`src/mipsPkg.sv`:
```
package mipsPkg;

	// primary opcodes
	localparam logic [5:0] opRtype = 6'b000000;
	localparam logic [5:0] opJ     = 6'b000010;
	localparam logic [5:0] opBeq   = 6'b000100;
	localparam logic [5:0] opBne   = 6'b000101;
	localparam logic [5:0] opAddiu = 6'b001001;
	localparam logic [5:0] opOri   = 6'b001101;
	localparam logic [5:0] opLui   = 6'b001111;
	localparam logic [5:0] opLw    = 6'b100011;
	localparam logic [5:0] opSw    = 6'b101011;

	// funct field, only meaningful under opRtype
	localparam logic [5:0] fnSll  = 6'b000000;
	localparam logic [5:0] fnAddu = 6'b100001;
	localparam logic [5:0] fnSubu = 6'b100011;
	localparam logic [5:0] fnAnd  = 6'b100100;
	localparam logic [5:0] fnOr   = 6'b100101;
	localparam logic [5:0] fnSlt  = 6'b101010;

	// first fetch address after reset
	localparam logic [31:0] resetPc = 32'h0000_0000;

	typedef enum logic [3:0] {aluAdd, aluSub, aluAnd, aluOr, aluSlt, aluSll, aluLui} aluOp;

	// operand source for execute
	typedef enum logic [1:0] {fwdReg, fwdMem, fwdWb} fwdSel;

	////////////////////////////////////////////////////////////////////////////
	// instruction word views
	////////////////////////////////////////////////////////////////////////////
	typedef struct packed {
		logic [5:0] op;
		logic [4:0] rs;
		logic [4:0] rt;
		logic [4:0] rd;
		logic [4:0] shamt;
		logic [5:0] funct;
	} rFmt;

	typedef struct packed {
		logic [5:0]  op;
		logic [4:0]  rs;
		logic [4:0]  rt;
		logic [15:0] imm16;
	} iFmt;

	typedef struct packed {
		logic [5:0]  op;
		logic [25:0] target26;
	} jFmt;

	// same 32 bits, three decodings
	typedef union packed {
		rFmt rType;
		iFmt iType;
		jFmt jType;
	} instrWord;

endpackage

```
`src/pipeIf.sv`:
```
`timescale 1ns/1ps

// decode -> execute bundle, clock carried for checkers on the reading side
interface decExIf (input logic clk);
	import mipsPkg::*;

	logic        regWrite;
	logic        memToReg;
	logic        memWrite;
	logic        aluSrc;
	logic        regDst;
	aluOp        aluCtl;
	logic [31:0] srcA;
	logic [31:0] srcB;
	logic [31:0] signImm;
	logic [4:0]  rs;
	logic [4:0]  rt;
	logic [4:0]  rd;
	logic [4:0]  shamt;
	// instruction address, carried down to the debug port
	logic [31:0] pc;

	modport src (output regWrite, memToReg, memWrite, aluSrc, regDst, aluCtl,
		srcA, srcB, signImm, rs, rt, rd, shamt, pc);
	modport dst (input clk, regWrite, memToReg, memWrite, aluSrc, regDst, aluCtl,
		srcA, srcB, signImm, rs, rt, rd, shamt, pc);
endinterface

// execute -> memory bundle
interface exMemIf;
	logic        regWrite;
	logic        memToReg;
	logic        memWrite;
	logic [31:0] aluOut;
	logic [31:0] writeData;
	logic [4:0]  writeReg;
	logic [31:0] pc;

	modport src (output regWrite, memToReg, memWrite, aluOut, writeData, writeReg, pc);
	modport dst (input regWrite, memToReg, memWrite, aluOut, writeData, writeReg, pc);
endinterface

// writeback toward regfile and hazard logic
interface memWbIf;
	logic        regWrite;
	logic [4:0]  writeReg;
	logic [31:0] result;

	modport src (output regWrite, writeReg, result);
	modport dst (input regWrite, writeReg, result);
endinterface

```
`src/cpuCore.sv`:
```
`timescale 1ns/1ps

module cpuCore (
	input  logic        clk,
	input  logic        arstN,
	output logic [31:0] pcF,
	input  logic [31:0] instrF,
	output logic        memWriteM,
	output logic [31:0] aluOutM,
	output logic [31:0] writeDataM,
	input  logic [31:0] readDataM,
	output logic [31:0] debugWbPc,
	output logic        debugWbRfWen,
	output logic [4:0]  debugWbRfWnum,
	output logic [31:0] debugWbRfWdata
);
	import mipsPkg::*;

	// hazard levels
	logic        stallF, stallD, flushE;
	logic        forwardAD, forwardBD;
	fwdSel       forwardAE, forwardBE;
	// fetch/decode
	logic        pcSrcD, jumpD, branchD;
	logic [31:0] pcBranchD, pcJumpD, instrD, pcPlus4D, pcD;
	logic [4:0]  rsD, rtD;
	logic [31:0] rfA, rfB;
	logic [31:0] resultW;

	decExIf dx (.clk(clk));
	exMemIf xm ();
	memWbIf wb ();

	fetchStage u_fetchStage (
		.clk(clk), .arstN(arstN), .stallF(stallF), .stallD(stallD),
		.pcSrcD(pcSrcD), .jumpD(jumpD), .pcBranchD(pcBranchD), .pcJumpD(pcJumpD),
		.instrF(instrF), .pcF(pcF), .instrD(instrD), .pcPlus4D(pcPlus4D), .pcD(pcD)
	);

	decodeStage u_decodeStage (
		.clk(clk), .arstN(arstN), .instrD(instrD), .pcPlus4D(pcPlus4D), .pcD(pcD),
		.rfA(rfA), .rfB(rfB), .aluOutM(aluOutM),
		.forwardAD(forwardAD), .forwardBD(forwardBD), .flushE(flushE),
		.rsD(rsD), .rtD(rtD), .branchD(branchD), .pcSrcD(pcSrcD), .jumpD(jumpD),
		.pcBranchD(pcBranchD), .pcJumpD(pcJumpD), .dx(dx.src)
	);

	regFile u_regFile (
		.clk(clk), .rsD(rsD), .rtD(rtD), .wb(wb.dst), .rfA(rfA), .rfB(rfB)
	);

	hazardUnit u_hazardUnit (
		.dx(dx.dst), .xm(xm.dst), .wb(wb.dst), .rsD(rsD), .rtD(rtD), .branchD(branchD),
		.stallF(stallF), .stallD(stallD), .flushE(flushE),
		.forwardAE(forwardAE), .forwardBE(forwardBE),
		.forwardAD(forwardAD), .forwardBD(forwardBD)
	);

	executeStage u_executeStage (
		.clk(clk), .arstN(arstN), .forwardAE(forwardAE), .forwardBE(forwardBE),
		.resultW(resultW), .dx(dx.dst), .xm(xm.src)
	);

	memWbStage u_memWbStage (
		.clk(clk), .arstN(arstN), .xm(xm.dst), .readDataM(readDataM),
		.memWriteM(memWriteM), .aluOutM(aluOutM), .writeDataM(writeDataM),
		.wb(wb.src), .resultW(resultW),
		.debugWbPc(debugWbPc), .debugWbRfWen(debugWbRfWen),
		.debugWbRfWnum(debugWbRfWnum), .debugWbRfWdata(debugWbRfWdata)
	);

endmodule

```
`src/decodeStage.sv`:
```
`timescale 1ns/1ps

module decodeStage (
	input  logic        clk,
	input  logic        arstN,
	input  logic [31:0] instrD,
	input  logic [31:0] pcPlus4D,
	input  logic [31:0] pcD,
	input  logic [31:0] rfA,
	input  logic [31:0] rfB,
	input  logic [31:0] aluOutM,
	input  logic        forwardAD,
	input  logic        forwardBD,
	input  logic        flushE,
	output logic [4:0]  rsD,
	output logic [4:0]  rtD,
	output logic        branchD,
	output logic        pcSrcD,
	output logic        jumpD,
	output logic [31:0] pcBranchD,
	output logic [31:0] pcJumpD,
	decExIf.src         dx
);
	import mipsPkg::*;

	instrWord    ins;
	logic [5:0]  op;
	logic        isR;
	logic        isBne;
	logic        rFnOk;
	// {regWrite, memToReg, memWrite, aluSrc, regDst}
	logic [4:0]  ctlD;
	aluOp        rAlu;
	aluOp        aluCtlD;
	logic [31:0] signImmD;
	logic [31:0] cmpA;
	logic [31:0] cmpB;

	assign ins   = instrD;
	assign op    = ins.rType.op;
	assign isR   = (op == opRtype);
	assign isBne = (op == opBne);
	assign jumpD = (op == opJ);
	assign branchD = (op == opBeq) || isBne;

	// unread fields go out as $0 so they never match a hazard
	assign rsD = (jumpD || op == opLui) ? 5'd0 : ins.rType.rs;
	assign rtD = (isR || branchD || op == opSw) ? ins.rType.rt : 5'd0;

	always_comb begin
		rAlu  = aluAdd;
		rFnOk = 1'b1;
		case (ins.rType.funct)
			fnAddu:  rAlu = aluAdd;
			fnSubu:  rAlu = aluSub;
			fnAnd:   rAlu = aluAnd;
			fnOr:    rAlu = aluOr;
			fnSlt:   rAlu = aluSlt;
			fnSll:   rAlu = aluSll;
			default: rFnOk = 1'b0;
		endcase
	end

	// unknown opcodes write nothing
	always_comb begin
		case (op)
			opRtype:               ctlD = {rFnOk, 4'b0001};
			opAddiu, opOri, opLui: ctlD = 5'b10010;
			opLw:                  ctlD = 5'b11010;
			opSw:                  ctlD = 5'b00110;
			default:               ctlD = 5'b00000;
		endcase
	end

	assign aluCtlD = isR ? rAlu : (op == opOri) ? aluOr : (op == opLui) ? aluLui : aluAdd;

	// ori zero-extends and the rest sign-extend
	assign signImmD = (op == opOri) ? {16'd0, ins.iType.imm16}
		: {{16{ins.iType.imm16[15]}}, ins.iType.imm16};

	assign pcBranchD = pcPlus4D + {signImmD[29:0], 2'b00};
	assign pcJumpD   = {pcPlus4D[31:28], ins.jType.target26, 2'b00};

	// early branch compare on the forwarded memory-stage alu result
	assign cmpA   = forwardAD ? aluOutM : rfA;
	assign cmpB   = forwardBD ? aluOutM : rfB;
	assign pcSrcD = branchD && ((cmpA == cmpB) != isBne);

	////////////////////////////////////////////////////////////////////////////
	// decode -> execute register
	////////////////////////////////////////////////////////////////////////////
	always_ff @(posedge clk or negedge arstN) begin
		if (!arstN) begin
			{dx.regWrite, dx.memToReg, dx.memWrite} <= 3'b000;
		end else begin
			// bubble on flush
			{dx.regWrite, dx.memToReg, dx.memWrite} <= flushE ? 3'b000 : ctlD[4:2];
		end
	end

	always_ff @(posedge clk) begin
		dx.aluSrc  <= ctlD[1];
		dx.regDst  <= ctlD[0];
		dx.aluCtl  <= aluCtlD;
		dx.srcA    <= rfA;
		dx.srcB    <= rfB;
		dx.signImm <= signImmD;
		dx.rs      <= rsD;
		dx.rt      <= ins.rType.rt;
		dx.rd      <= ins.rType.rd;
		dx.shamt   <= ins.rType.shamt;
		dx.pc      <= pcD;
	end

	// the delay slot behind an accepted redirect is never a branch or jump
	assert property (@(posedge clk) disable iff (!arstN)
		(jumpD || pcSrcD) && !flushE |=> !(jumpD || branchD));

endmodule

```
`src/executeStage.sv`:
```
`timescale 1ns/1ps

module executeStage (
	input  logic           clk,
	input  logic           arstN,
	input  mipsPkg::fwdSel forwardAE,
	input  mipsPkg::fwdSel forwardBE,
	input  logic [31:0]    resultW,
	decExIf.dst            dx,
	exMemIf.src            xm
);
	import mipsPkg::*;

	logic [31:0] srcAE;
	logic [31:0] fwdBE;
	logic [31:0] srcBE;
	logic [31:0] aluOutE;
	logic [4:0]  writeRegE;

	// operand bypass
	always_comb begin
		case (forwardAE)
			fwdMem:  srcAE = xm.aluOut;
			fwdWb:   srcAE = resultW;
			default: srcAE = dx.srcA;
		endcase
		case (forwardBE)
			fwdMem:  fwdBE = xm.aluOut;
			fwdWb:   fwdBE = resultW;
			default: fwdBE = dx.srcB;
		endcase
	end

	assign srcBE     = dx.aluSrc ? dx.signImm : fwdBE;
	assign writeRegE = dx.regDst ? dx.rd : dx.rt;

	always_comb begin
		case (dx.aluCtl)
			aluAdd:  aluOutE = srcAE + srcBE;
			aluSub:  aluOutE = srcAE - srcBE;
			aluAnd:  aluOutE = srcAE & srcBE;
			aluOr:   aluOutE = srcAE | srcBE;
			aluSlt:  aluOutE = {31'd0, $signed(srcAE) < $signed(srcBE)};
			// shift amount from the instruction, not from rs
			aluSll:  aluOutE = srcBE << dx.shamt;
			aluLui:  aluOutE = {srcBE[15:0], 16'd0};
			default: aluOutE = '0;
		endcase
	end

	// writes to $0 dropped here, so they never forward or reach the debug port
	always_ff @(posedge clk or negedge arstN) begin
		if (!arstN) begin
			{xm.regWrite, xm.memToReg, xm.memWrite} <= 3'b000;
		end else begin
			xm.regWrite <= dx.regWrite && (writeRegE != 5'd0);
			xm.memToReg <= dx.memToReg;
			xm.memWrite <= dx.memWrite;
		end
	end

	always_ff @(posedge clk) begin
		xm.aluOut    <= aluOutE;
		xm.writeData <= fwdBE;
		xm.writeReg  <= writeRegE;
		xm.pc        <= dx.pc;
	end

endmodule

```
`src/fetchStage.sv`:
```
`timescale 1ns/1ps

module fetchStage (
	input  logic        clk,
	input  logic        arstN,
	input  logic        stallF,
	input  logic        stallD,
	input  logic        pcSrcD,
	input  logic        jumpD,
	input  logic [31:0] pcBranchD,
	input  logic [31:0] pcJumpD,
	input  logic [31:0] instrF,
	output logic [31:0] pcF,
	output logic [31:0] instrD,
	output logic [31:0] pcPlus4D,
	output logic [31:0] pcD
);
	import mipsPkg::*;

	logic [31:0] pcPlus4F;
	logic [31:0] pcNext;

	assign pcPlus4F = pcF + 32'd4;
	// redirect comes from decode, so the delay slot is already in fetch
	assign pcNext = jumpD ? pcJumpD : (pcSrcD ? pcBranchD : pcPlus4F);

	always_ff @(posedge clk or negedge arstN) begin
		if (!arstN) begin
			pcF <= resetPc;
		end else if (!stallF) begin
			pcF <= pcNext;
		end
	end

	// fetch -> decode, all-zero word decodes as a nop
	always_ff @(posedge clk or negedge arstN) begin
		if (!arstN) begin
			instrD <= '0;
		end else if (!stallD) begin
			instrD <= instrF;
		end
	end

	always_ff @(posedge clk) begin
		if (!stallD) begin
			pcPlus4D <= pcPlus4F;
			pcD      <= pcF;
		end
	end

endmodule

```
`src/hazardUnit.sv`:
```
`timescale 1ns/1ps

module hazardUnit (
	decExIf.dst            dx,
	exMemIf.dst            xm,
	memWbIf.dst            wb,
	input  logic [4:0]     rsD,
	input  logic [4:0]     rtD,
	input  logic           branchD,
	output logic           stallF,
	output logic           stallD,
	output logic           flushE,
	output mipsPkg::fwdSel forwardAE,
	output mipsPkg::fwdSel forwardBE,
	output logic           forwardAD,
	output logic           forwardBD
);
	import mipsPkg::*;

	logic [4:0] writeRegE;
	logic       hitE;
	logic       hitM;
	logic       lwStall;
	logic       branchStall;

	function automatic fwdSel pickFwd(input logic [4:0] src);
		fwdSel sel;
		sel = fwdReg;
		if (src != 5'd0 && wb.regWrite && src == wb.writeReg) begin
			sel = fwdWb;
		end
		// memory stage holds the younger value
		if (src != 5'd0 && xm.regWrite && src == xm.writeReg) begin
			sel = fwdMem;
		end
		return sel;
	endfunction

	always_comb begin
		forwardAE = pickFwd(dx.rs);
		forwardBE = pickFwd(dx.rt);
	end

	// branch operands take only an alu result since loads are stalled
	assign forwardAD = (rsD != 5'd0) && xm.regWrite && (rsD == xm.writeReg);
	assign forwardBD = (rtD != 5'd0) && xm.regWrite && (rtD == xm.writeReg);

	assign writeRegE = dx.regDst ? dx.rd : dx.rt;
	assign hitE = (writeRegE != 5'd0) && (writeRegE == rsD || writeRegE == rtD);
	assign hitM = (xm.writeReg != 5'd0) && (xm.writeReg == rsD || xm.writeReg == rtD);

	assign lwStall     = dx.memToReg && hitE;
	assign branchStall = branchD && ((dx.regWrite && hitE) || (xm.memToReg && hitM));

	// hold fetch and decode and send a bubble into execute
	assign stallF = lwStall || branchStall;
	assign stallD = stallF;
	assign flushE = stallF;

	// no stall lasts longer than two cycles
	assert property (@(posedge dx.clk) stallF ##1 stallF |=> !stallF);

endmodule

```
`src/memWbStage.sv`:
```
`timescale 1ns/1ps

module memWbStage (
	input  logic        clk,
	input  logic        arstN,
	exMemIf.dst         xm,
	input  logic [31:0] readDataM,
	output logic        memWriteM,
	output logic [31:0] aluOutM,
	output logic [31:0] writeDataM,
	memWbIf.src         wb,
	output logic [31:0] resultW,
	output logic [31:0] debugWbPc,
	output logic        debugWbRfWen,
	output logic [4:0]  debugWbRfWnum,
	output logic [31:0] debugWbRfWdata
);

	logic        regWriteW;
	logic        memToRegW;
	logic [31:0] aluOutW;
	logic [31:0] readDataW;
	logic [4:0]  writeRegW;
	logic [31:0] pcW;

	// data memory port, read data returns in the same cycle
	assign memWriteM  = xm.memWrite;
	assign aluOutM    = xm.aluOut;
	assign writeDataM = xm.writeData;

	always_ff @(posedge clk or negedge arstN) begin
		if (!arstN) begin
			regWriteW <= 1'b0;
			memToRegW <= 1'b0;
		end else begin
			regWriteW <= xm.regWrite;
			memToRegW <= xm.memToReg;
		end
	end

	always_ff @(posedge clk) begin
		aluOutW   <= xm.aluOut;
		readDataW <= readDataM;
		writeRegW <= xm.writeReg;
		pcW       <= xm.pc;
	end

	assign resultW = memToRegW ? readDataW : aluOutW;

	assign wb.regWrite = regWriteW;
	assign wb.writeReg = writeRegW;
	assign wb.result   = resultW;

	// one pulse per retiring register write
	assign debugWbPc      = pcW;
	assign debugWbRfWen   = regWriteW;
	assign debugWbRfWnum  = writeRegW;
	assign debugWbRfWdata = resultW;

	// decoder never marks a store as a load
	assert property (@(posedge clk) disable iff (!arstN) !(xm.memWrite && xm.memToReg));

endmodule

```
`src/regFile.sv`:
```
`timescale 1ns/1ps

module regFile (
	input  logic        clk,
	input  logic [4:0]  rsD,
	input  logic [4:0]  rtD,
	memWbIf.dst         wb,
	output logic [31:0] rfA,
	output logic [31:0] rfB
);

	logic [31:0] regs [32];

	// falling-edge write, decode sees the new value before the next rising edge
	always_ff @(negedge clk) begin
		if (wb.regWrite && wb.writeReg != 5'd0) begin
			regs[wb.writeReg] <= wb.result;
		end
	end

	// $0 hardwired
	assign rfA = (rsD == 5'd0) ? 32'd0 : regs[rsD];
	assign rfB = (rtD == 5'd0) ? 32'd0 : regs[rtD];

endmodule

```
`config.mk`:
```
export PLATFORM = sky130hd
export DESIGN_NAME = cpuCore
export DESIGN_NICKNAME = d
export VERILOG_FILES = /design/src/mipsPkg.sv /design/src/pipeIf.sv /design/src/cpuCore.sv /design/src/decodeStage.sv /design/src/executeStage.sv /design/src/fetchStage.sv /design/src/hazardUnit.sv /design/src/memWbStage.sv /design/src/regFile.sv
export SDC_FILE = /design/constraint.sdc
export NUM_CORES = 2
export LEC_CHECK = 0
export BUFFER_PORTS_ARGS = -buffer_cell sky130_fd_sc_hd__buf_2
export CAP_MARGIN = 20
export CORE_ASPECT_RATIO = 1.4
export CORE_MARGIN = 2
export CORE_UTILIZATION = 50
export DETAILED_ROUTE_END_ITERATION = 10
export PLACE_DENSITY = 0.66
export SLEW_MARGIN = 15
export SYNTH_ARGS = -nofsm -noshare
export SYNTH_HDL_FRONTEND = slang
export SYNTH_HIERARCHICAL = 1
export SYNTH_SLANG_ARGS = --single-unit
```
`constraint.sdc`:
```
create_clock -name clk -period 8 [get_ports clk]
set_clock_uncertainty 0.15 [all_clocks]
set_input_delay 1.2 -clock clk [delete_from_list [all_inputs] [get_ports clk]]
set_output_delay 1.2 -clock clk [all_outputs]
set_load 0.01 [all_outputs]
```
# Yosys cells after proc, flatten, opt, wreduce, memory -nomap -nowiden
# Memory sizes are Yosys's and may differ from the RTL's.
# Cells that the tools add are included.
word_totals:
  elab_cells: 147
  out_inout_bits: 167
  register_bits: 491
  in_bits: 66
  mem_bits_rw: 1024
  n_memories: 1
classes:
  bitwise_logic: 2
  muxes: 28
  magnitude_cmp: 1
  n_reduce_logical: 43
  n_eq_ne: 35
  add_sub_neg: 4
  n_shift: 1
mem_list:
  columns: ["name", "depth", "width", "read_ports", "rd_clocked_by_memory_dff", "wr", "line", "text"]
  rows:
  - ["u_regFile.regs", 32, 32, 2, 0, 1, "regFile.sv:12", "logic [31:0] regs [32];"]
op_table:
  columns: ["cell", "n"]
  rows:
  - ["two-way mux 32 bit", 8]
  - ["one-hot mux 32 bit (7 select lines)", 1]
  - ["one-hot mux 32 bit (2 select lines)", 2]
  - ["adder 32 bit", 2]
  - ["== test 5 bit", 10]
  - ["== test 6 bit (second input constant)", 7]
  - ["nonzero test 5 bit", 7]
  - ["adder 32 x 3 -> 32 bit (second input constant)", 1]
  - ["bitwise AND 32 bit", 1]
  - ["== test 32 bit", 1]
  - ["< comparator 32 bit", 1]
  - ["bitwise OR 32 bit", 1]
  - ["<< shifter 32 x 5 -> 32 bit", 1]
  - ["subtractor 32 bit", 1]
  - ["two-way mux 30 bit", 1]
  - ["logical AND 1 bit", 21]
  - ["one-hot mux 5 bit (4 select lines)", 1]
  - ["== test 6 x 4 -> 1 bit (second input constant)", 3]
  - ["two-way mux 5 bit", 3]
  - ["one-hot mux 3 bit (5 select lines)", 1]
  - ["== test 4 x 3 -> 1 bit (second input constant)", 3]
  - ["== test 6 x 3 -> 1 bit (second input constant)", 2]
  - ["zero test 6 bit", 2]
  - ["zero test 5 bit", 2]
  - ["14 further kinds", 31]

# Logic depth before layout (Yosys ltp)
depth:
  ltp_word: 14
  ltp_mapped: 27

# Modules after synthesis
# The synthesis kept the hierarchy.
by_module_without_submodules:
  columns: ["mod", "instances", "cells_each", "area_each_um2"]
  rows:
  - ["regFile", 1, 2288, 46991.3]
  - ["executeStage", 1, 1437, 11009.3]
  - ["decodeStage", 1, 614, 6078.3]
  - ["fetchStage", 1, 483, 5863.1]
  - ["memWbStage", 1, 274, 3629.7]
  - ["hazardUnit", 1, 89, 689.4]

==> qor.csv <==
stage,metric,value,unit
pwr,Leakage Power,34.3,nW
synth,Yosys warnings,6,
layout,Fillers,11500,
pwr,Clock Power Share,0.405,
cts,Worst-path clk slew,70,ps
sta,Slew headroom,0.199,
global_route,GRT Residual Overflow,0,
synth,Mapped Area,74300,µm²
cts,maximum root-to-sink buffer count,3,
sta,Slew @ Worst Pin,1190,ps
synth,"count leader, synth",edfxtp_1,
synth,Post-synth EDFFs,1086,
sta,final hold vios,0,
route,drt drc,0,
die,core region area,148000,µm²
die,Die Wd,330,µm
synth,top-area cell type share of the netlist area,0.439,
placement,I/O Buffers,232,
worst_hold_path,HP Class,input pin to async pin,
global_route,Global Route Usage Sum,0.327,
worst_setup_path,Worst EP required,8590,ps
die,overall die height,460,µm
cts,CTS Sinks,1489,
route,Final ANT Viol Nets,0,
pwr,Power per Cell Area,258,nW/µm²
synth,"FFs w/ async S/R, synth",0.0484,
run_status,failing checks,negative setup slack,
layout,fraction of layout cells with a size suffix above 1,0.246,
cts,CTS buffer count,147,
synth,sequential element share of the synthesized area,0.553,
cts,CTS H-tree depth,4,
sta,Final setup viols,32,
route,TritonRoute pass-1 iters,8,
run_status,status,"complete, but fails checks",
route,DRT iter0 DRCs,5786,
placement,half-perimeter wire length after placement,168,mm
pwr,sequential power share,0.434,
pwr,VDD IR max,0.281,mV
sta,final setup margin,-1300,ps
synth,Synth area leader,edfxtp_1,
die,io pins,233,
synth,register bit total from synthesis,1489,
layout,final instance area,87100,µm²
route,total number of vias,53800,
pwr,internal power,15.4,mW
worst_setup_path,CP arrival,9890,ps
placement,Placed Area,78000,µm²
sta,RSZ-0062 raised after global routing,true,
cts,Root Driver,clkbuf_16,
pwr,total power,22.5,mW
worst_setup_path,Setup CP Type,flop to flop,
placement,Post-Place Cells,7169,
synth,most frequent cells after synthesis,"edfxtp_1, mux4_2, dfxtp_1",
route,WL final,251,mm
die,Core Rows,167,
die,Initial Util,0.503,
cts,hold buffer count at cts,0,
synth,top post-synthesis cells by area,"edfxtp_1, mux4_2, dfxtp_1",
worst_setup_path,CP Max Fanout,8,
route,post-DR wirelength/cell,29.7,µm
synth,Mapped Avg Cell Area,14.3,µm²
layout,"non-filler cells, final",8472,
worst_setup_path,CP Capture Type,flop,
flow_run,max_cap viols,0,
global_route,largest net degree at the start of global routing,77,
layout,Final nets,6601,
layout,P&R area growth vs syn,17.3,%
die,Die Outline Area,152000,µm²
global_route,number of global-route vias before repair,55300,
cts,worst skew pair latency,790,ps
route,via-per-instance ratio,6.35,
synth,prevailing post-synth register cell,edfxtp_1,
synth,synthesized instance count,5185,
pwr,Switching Fraction,0.317,
global_route,antenna violations before repair,6,
synth,post-synth cell types,116,
pwr,switching power,7.13,mW
pwr,combinational share of power,0.160,
placement,routability cong.,0.991,
worst_setup_path,Startpoint Class,flop,
global_route,global-route wire length before repair,356,mm
cts,CTS tree,yes,
sta,fin. max-slew vios,0,
worst max-delay path: stages, from the launching register on:
cell and delay [ps]:
edfxtp_1 400, mux4_2 480, mux4_2 560, o22ai_4 180, nor3_4 80, mux2i_4 220
xor2_4 320, nand4_1 470, or4_4 690, o31ai_4 190, nand2_2 110, mux2_4 370
or2_4 260, buf_4 140, buf_8 130, nor3_1 170, and4_1 230, or3_1 100
sequential cells by signal, summed over array words and instances (netlist names), 10 cells and up:
signal and flops:
u_memWbStage/debugWbPc 32, u_decodeStage/dx.srcB 32, u_fetchStage/pcF 32, u_executeStage/xm.writeData 32, u_decodeStage/dx.pc 32, u_fetchStage/pcD 32
u_memWbStage/readDataW 32, u_decodeStage/dx.srcA 32, u_fetchStage/pcPlus4D 30, u_decodeStage/dx.signImm 10, u_memWbStage/aluOutW 32, u_executeStage/xm.aluOut 32
u_fetchStage/instrD 32, u_executeStage/xm.pc 32, u_regFile/regs 1024
cell type report:
| cell class | count | area, µm² | area share |
|---|---|---|---|
| Timing Repair Buffer | 581 | 4230 | 0.0485 |
| Inverter | 136 | 513 | 0.00589 |
| Clock inverter | 1116 | 4820 | 0.0553 |
| Sequential cell | 1489 | 41000 | 0.471 |
| Antenna cell | 5 | 12.5 | 0.000144 |
| Multi-Input combinational cell | 3032 | 30100 | 0.346 |
| Clock buffer | 170 | 3930 | 0.0451 |
| Tap cell | 1943 | 2430 | 0.0279 |
power groups by stage:
stage	sequential [mW]	clock, mW	combinational (mW)
2_1_floorplan	9.61	0.757	2.42
3_3_place_gp	9.84	0.757	3.46
3_5_place_dp	9.86	0.757	3.49
4_1_cts	9.75	9.36	3.53
5_1_grt	9.81	10.0	3.83
6_report	9.77	9.12	3.61
cells by family (layout without fill, tap and decap cells):
group           after synthesis  after routing  synth area share
mux                         842            842             0.198
buf+inv                     698           2003            0.0525
compound gates              957            957            0.0921
fa+ha+maj                   124            124            0.0212
simple gates                876            877            0.0604
flops                      1489           1489             0.553
xor+xnor                    197            197            0.0232
other cells                   2             40          0.000101
stage by stage:
stage / TNS [ps] / hold WS, ps / util / setup WS, ps
after detailed placement: -44390 / 162 / 0.528 / -1540
final: -37480 / 136 / 0.590 / -1300
after global placement: -44110 / 160 / 0.528 / -1530
after global routing: -38790 / 136 / 0.590 / -1370
after floorplan: -2150 / 160 / - / -245
after CTS: -32980 / 177 / 0.588 / -1180
routing by layer:
metal | routed length [µm] | global-route usage
met1 | 85900 | 0.365
met2 | 126000 | 0.548
met3 | 20800 | 0.0726
met4 | 18800 | 0.242
met5 | 16 | 0
final timing paths:
path | cells after the start | from | slack [ps] | end
setup / recovery | 17 | u_regFile/regs[29][13] | -1300 | u_fetchStage/pcF[17]
hold / removal | 1 | arstN | 140 | u_fetchStage/pcF[28]
setup reg to reg | 17 | u_regFile/regs[29][13] | -1300 | u_fetchStage/pcF[17]
hold reg to reg | 0 | u_decodeStage/dx.pc[10] | 180 | u_executeStage/xm.pc[10]
max in group asynchronous | 2 | arstN | 6940 | u_executeStage/xm.memWrite
min in group clk | 0 | u_decodeStage/dx.pc[10] | 180 | u_executeStage/xm.pc[10]
timing repair:
action	in CTS	in global routing
setup buffers	4	4
pin swaps	9	16
endpoints found under the hold margin	0	0
gates cloned	2	1
setup endpoints to repair	32	32
resized for setup	31	27
cells in the final DEF (no fill, tap or decap), types with 71 or more instances in the layout:
cell / count
a21oi_1: 137
a22oi_1: 74
buf_2: 233
buf_4: 307
clkbuf_16: 152
dfrtp_1: 71
dfxtp_1: 328
edfxtp_1: 1086
ha_1: 118
inv_1: 1175
mux2_2: 101
mux2i_1: 229
mux4_2: 478
nand2_1: 189
nor2_1: 160
nor3_1: 117
o21ai_0: 133
o22ai_1: 94
xnor2_1: 137
No activity file was read; power rests on OpenSTA's default activity.
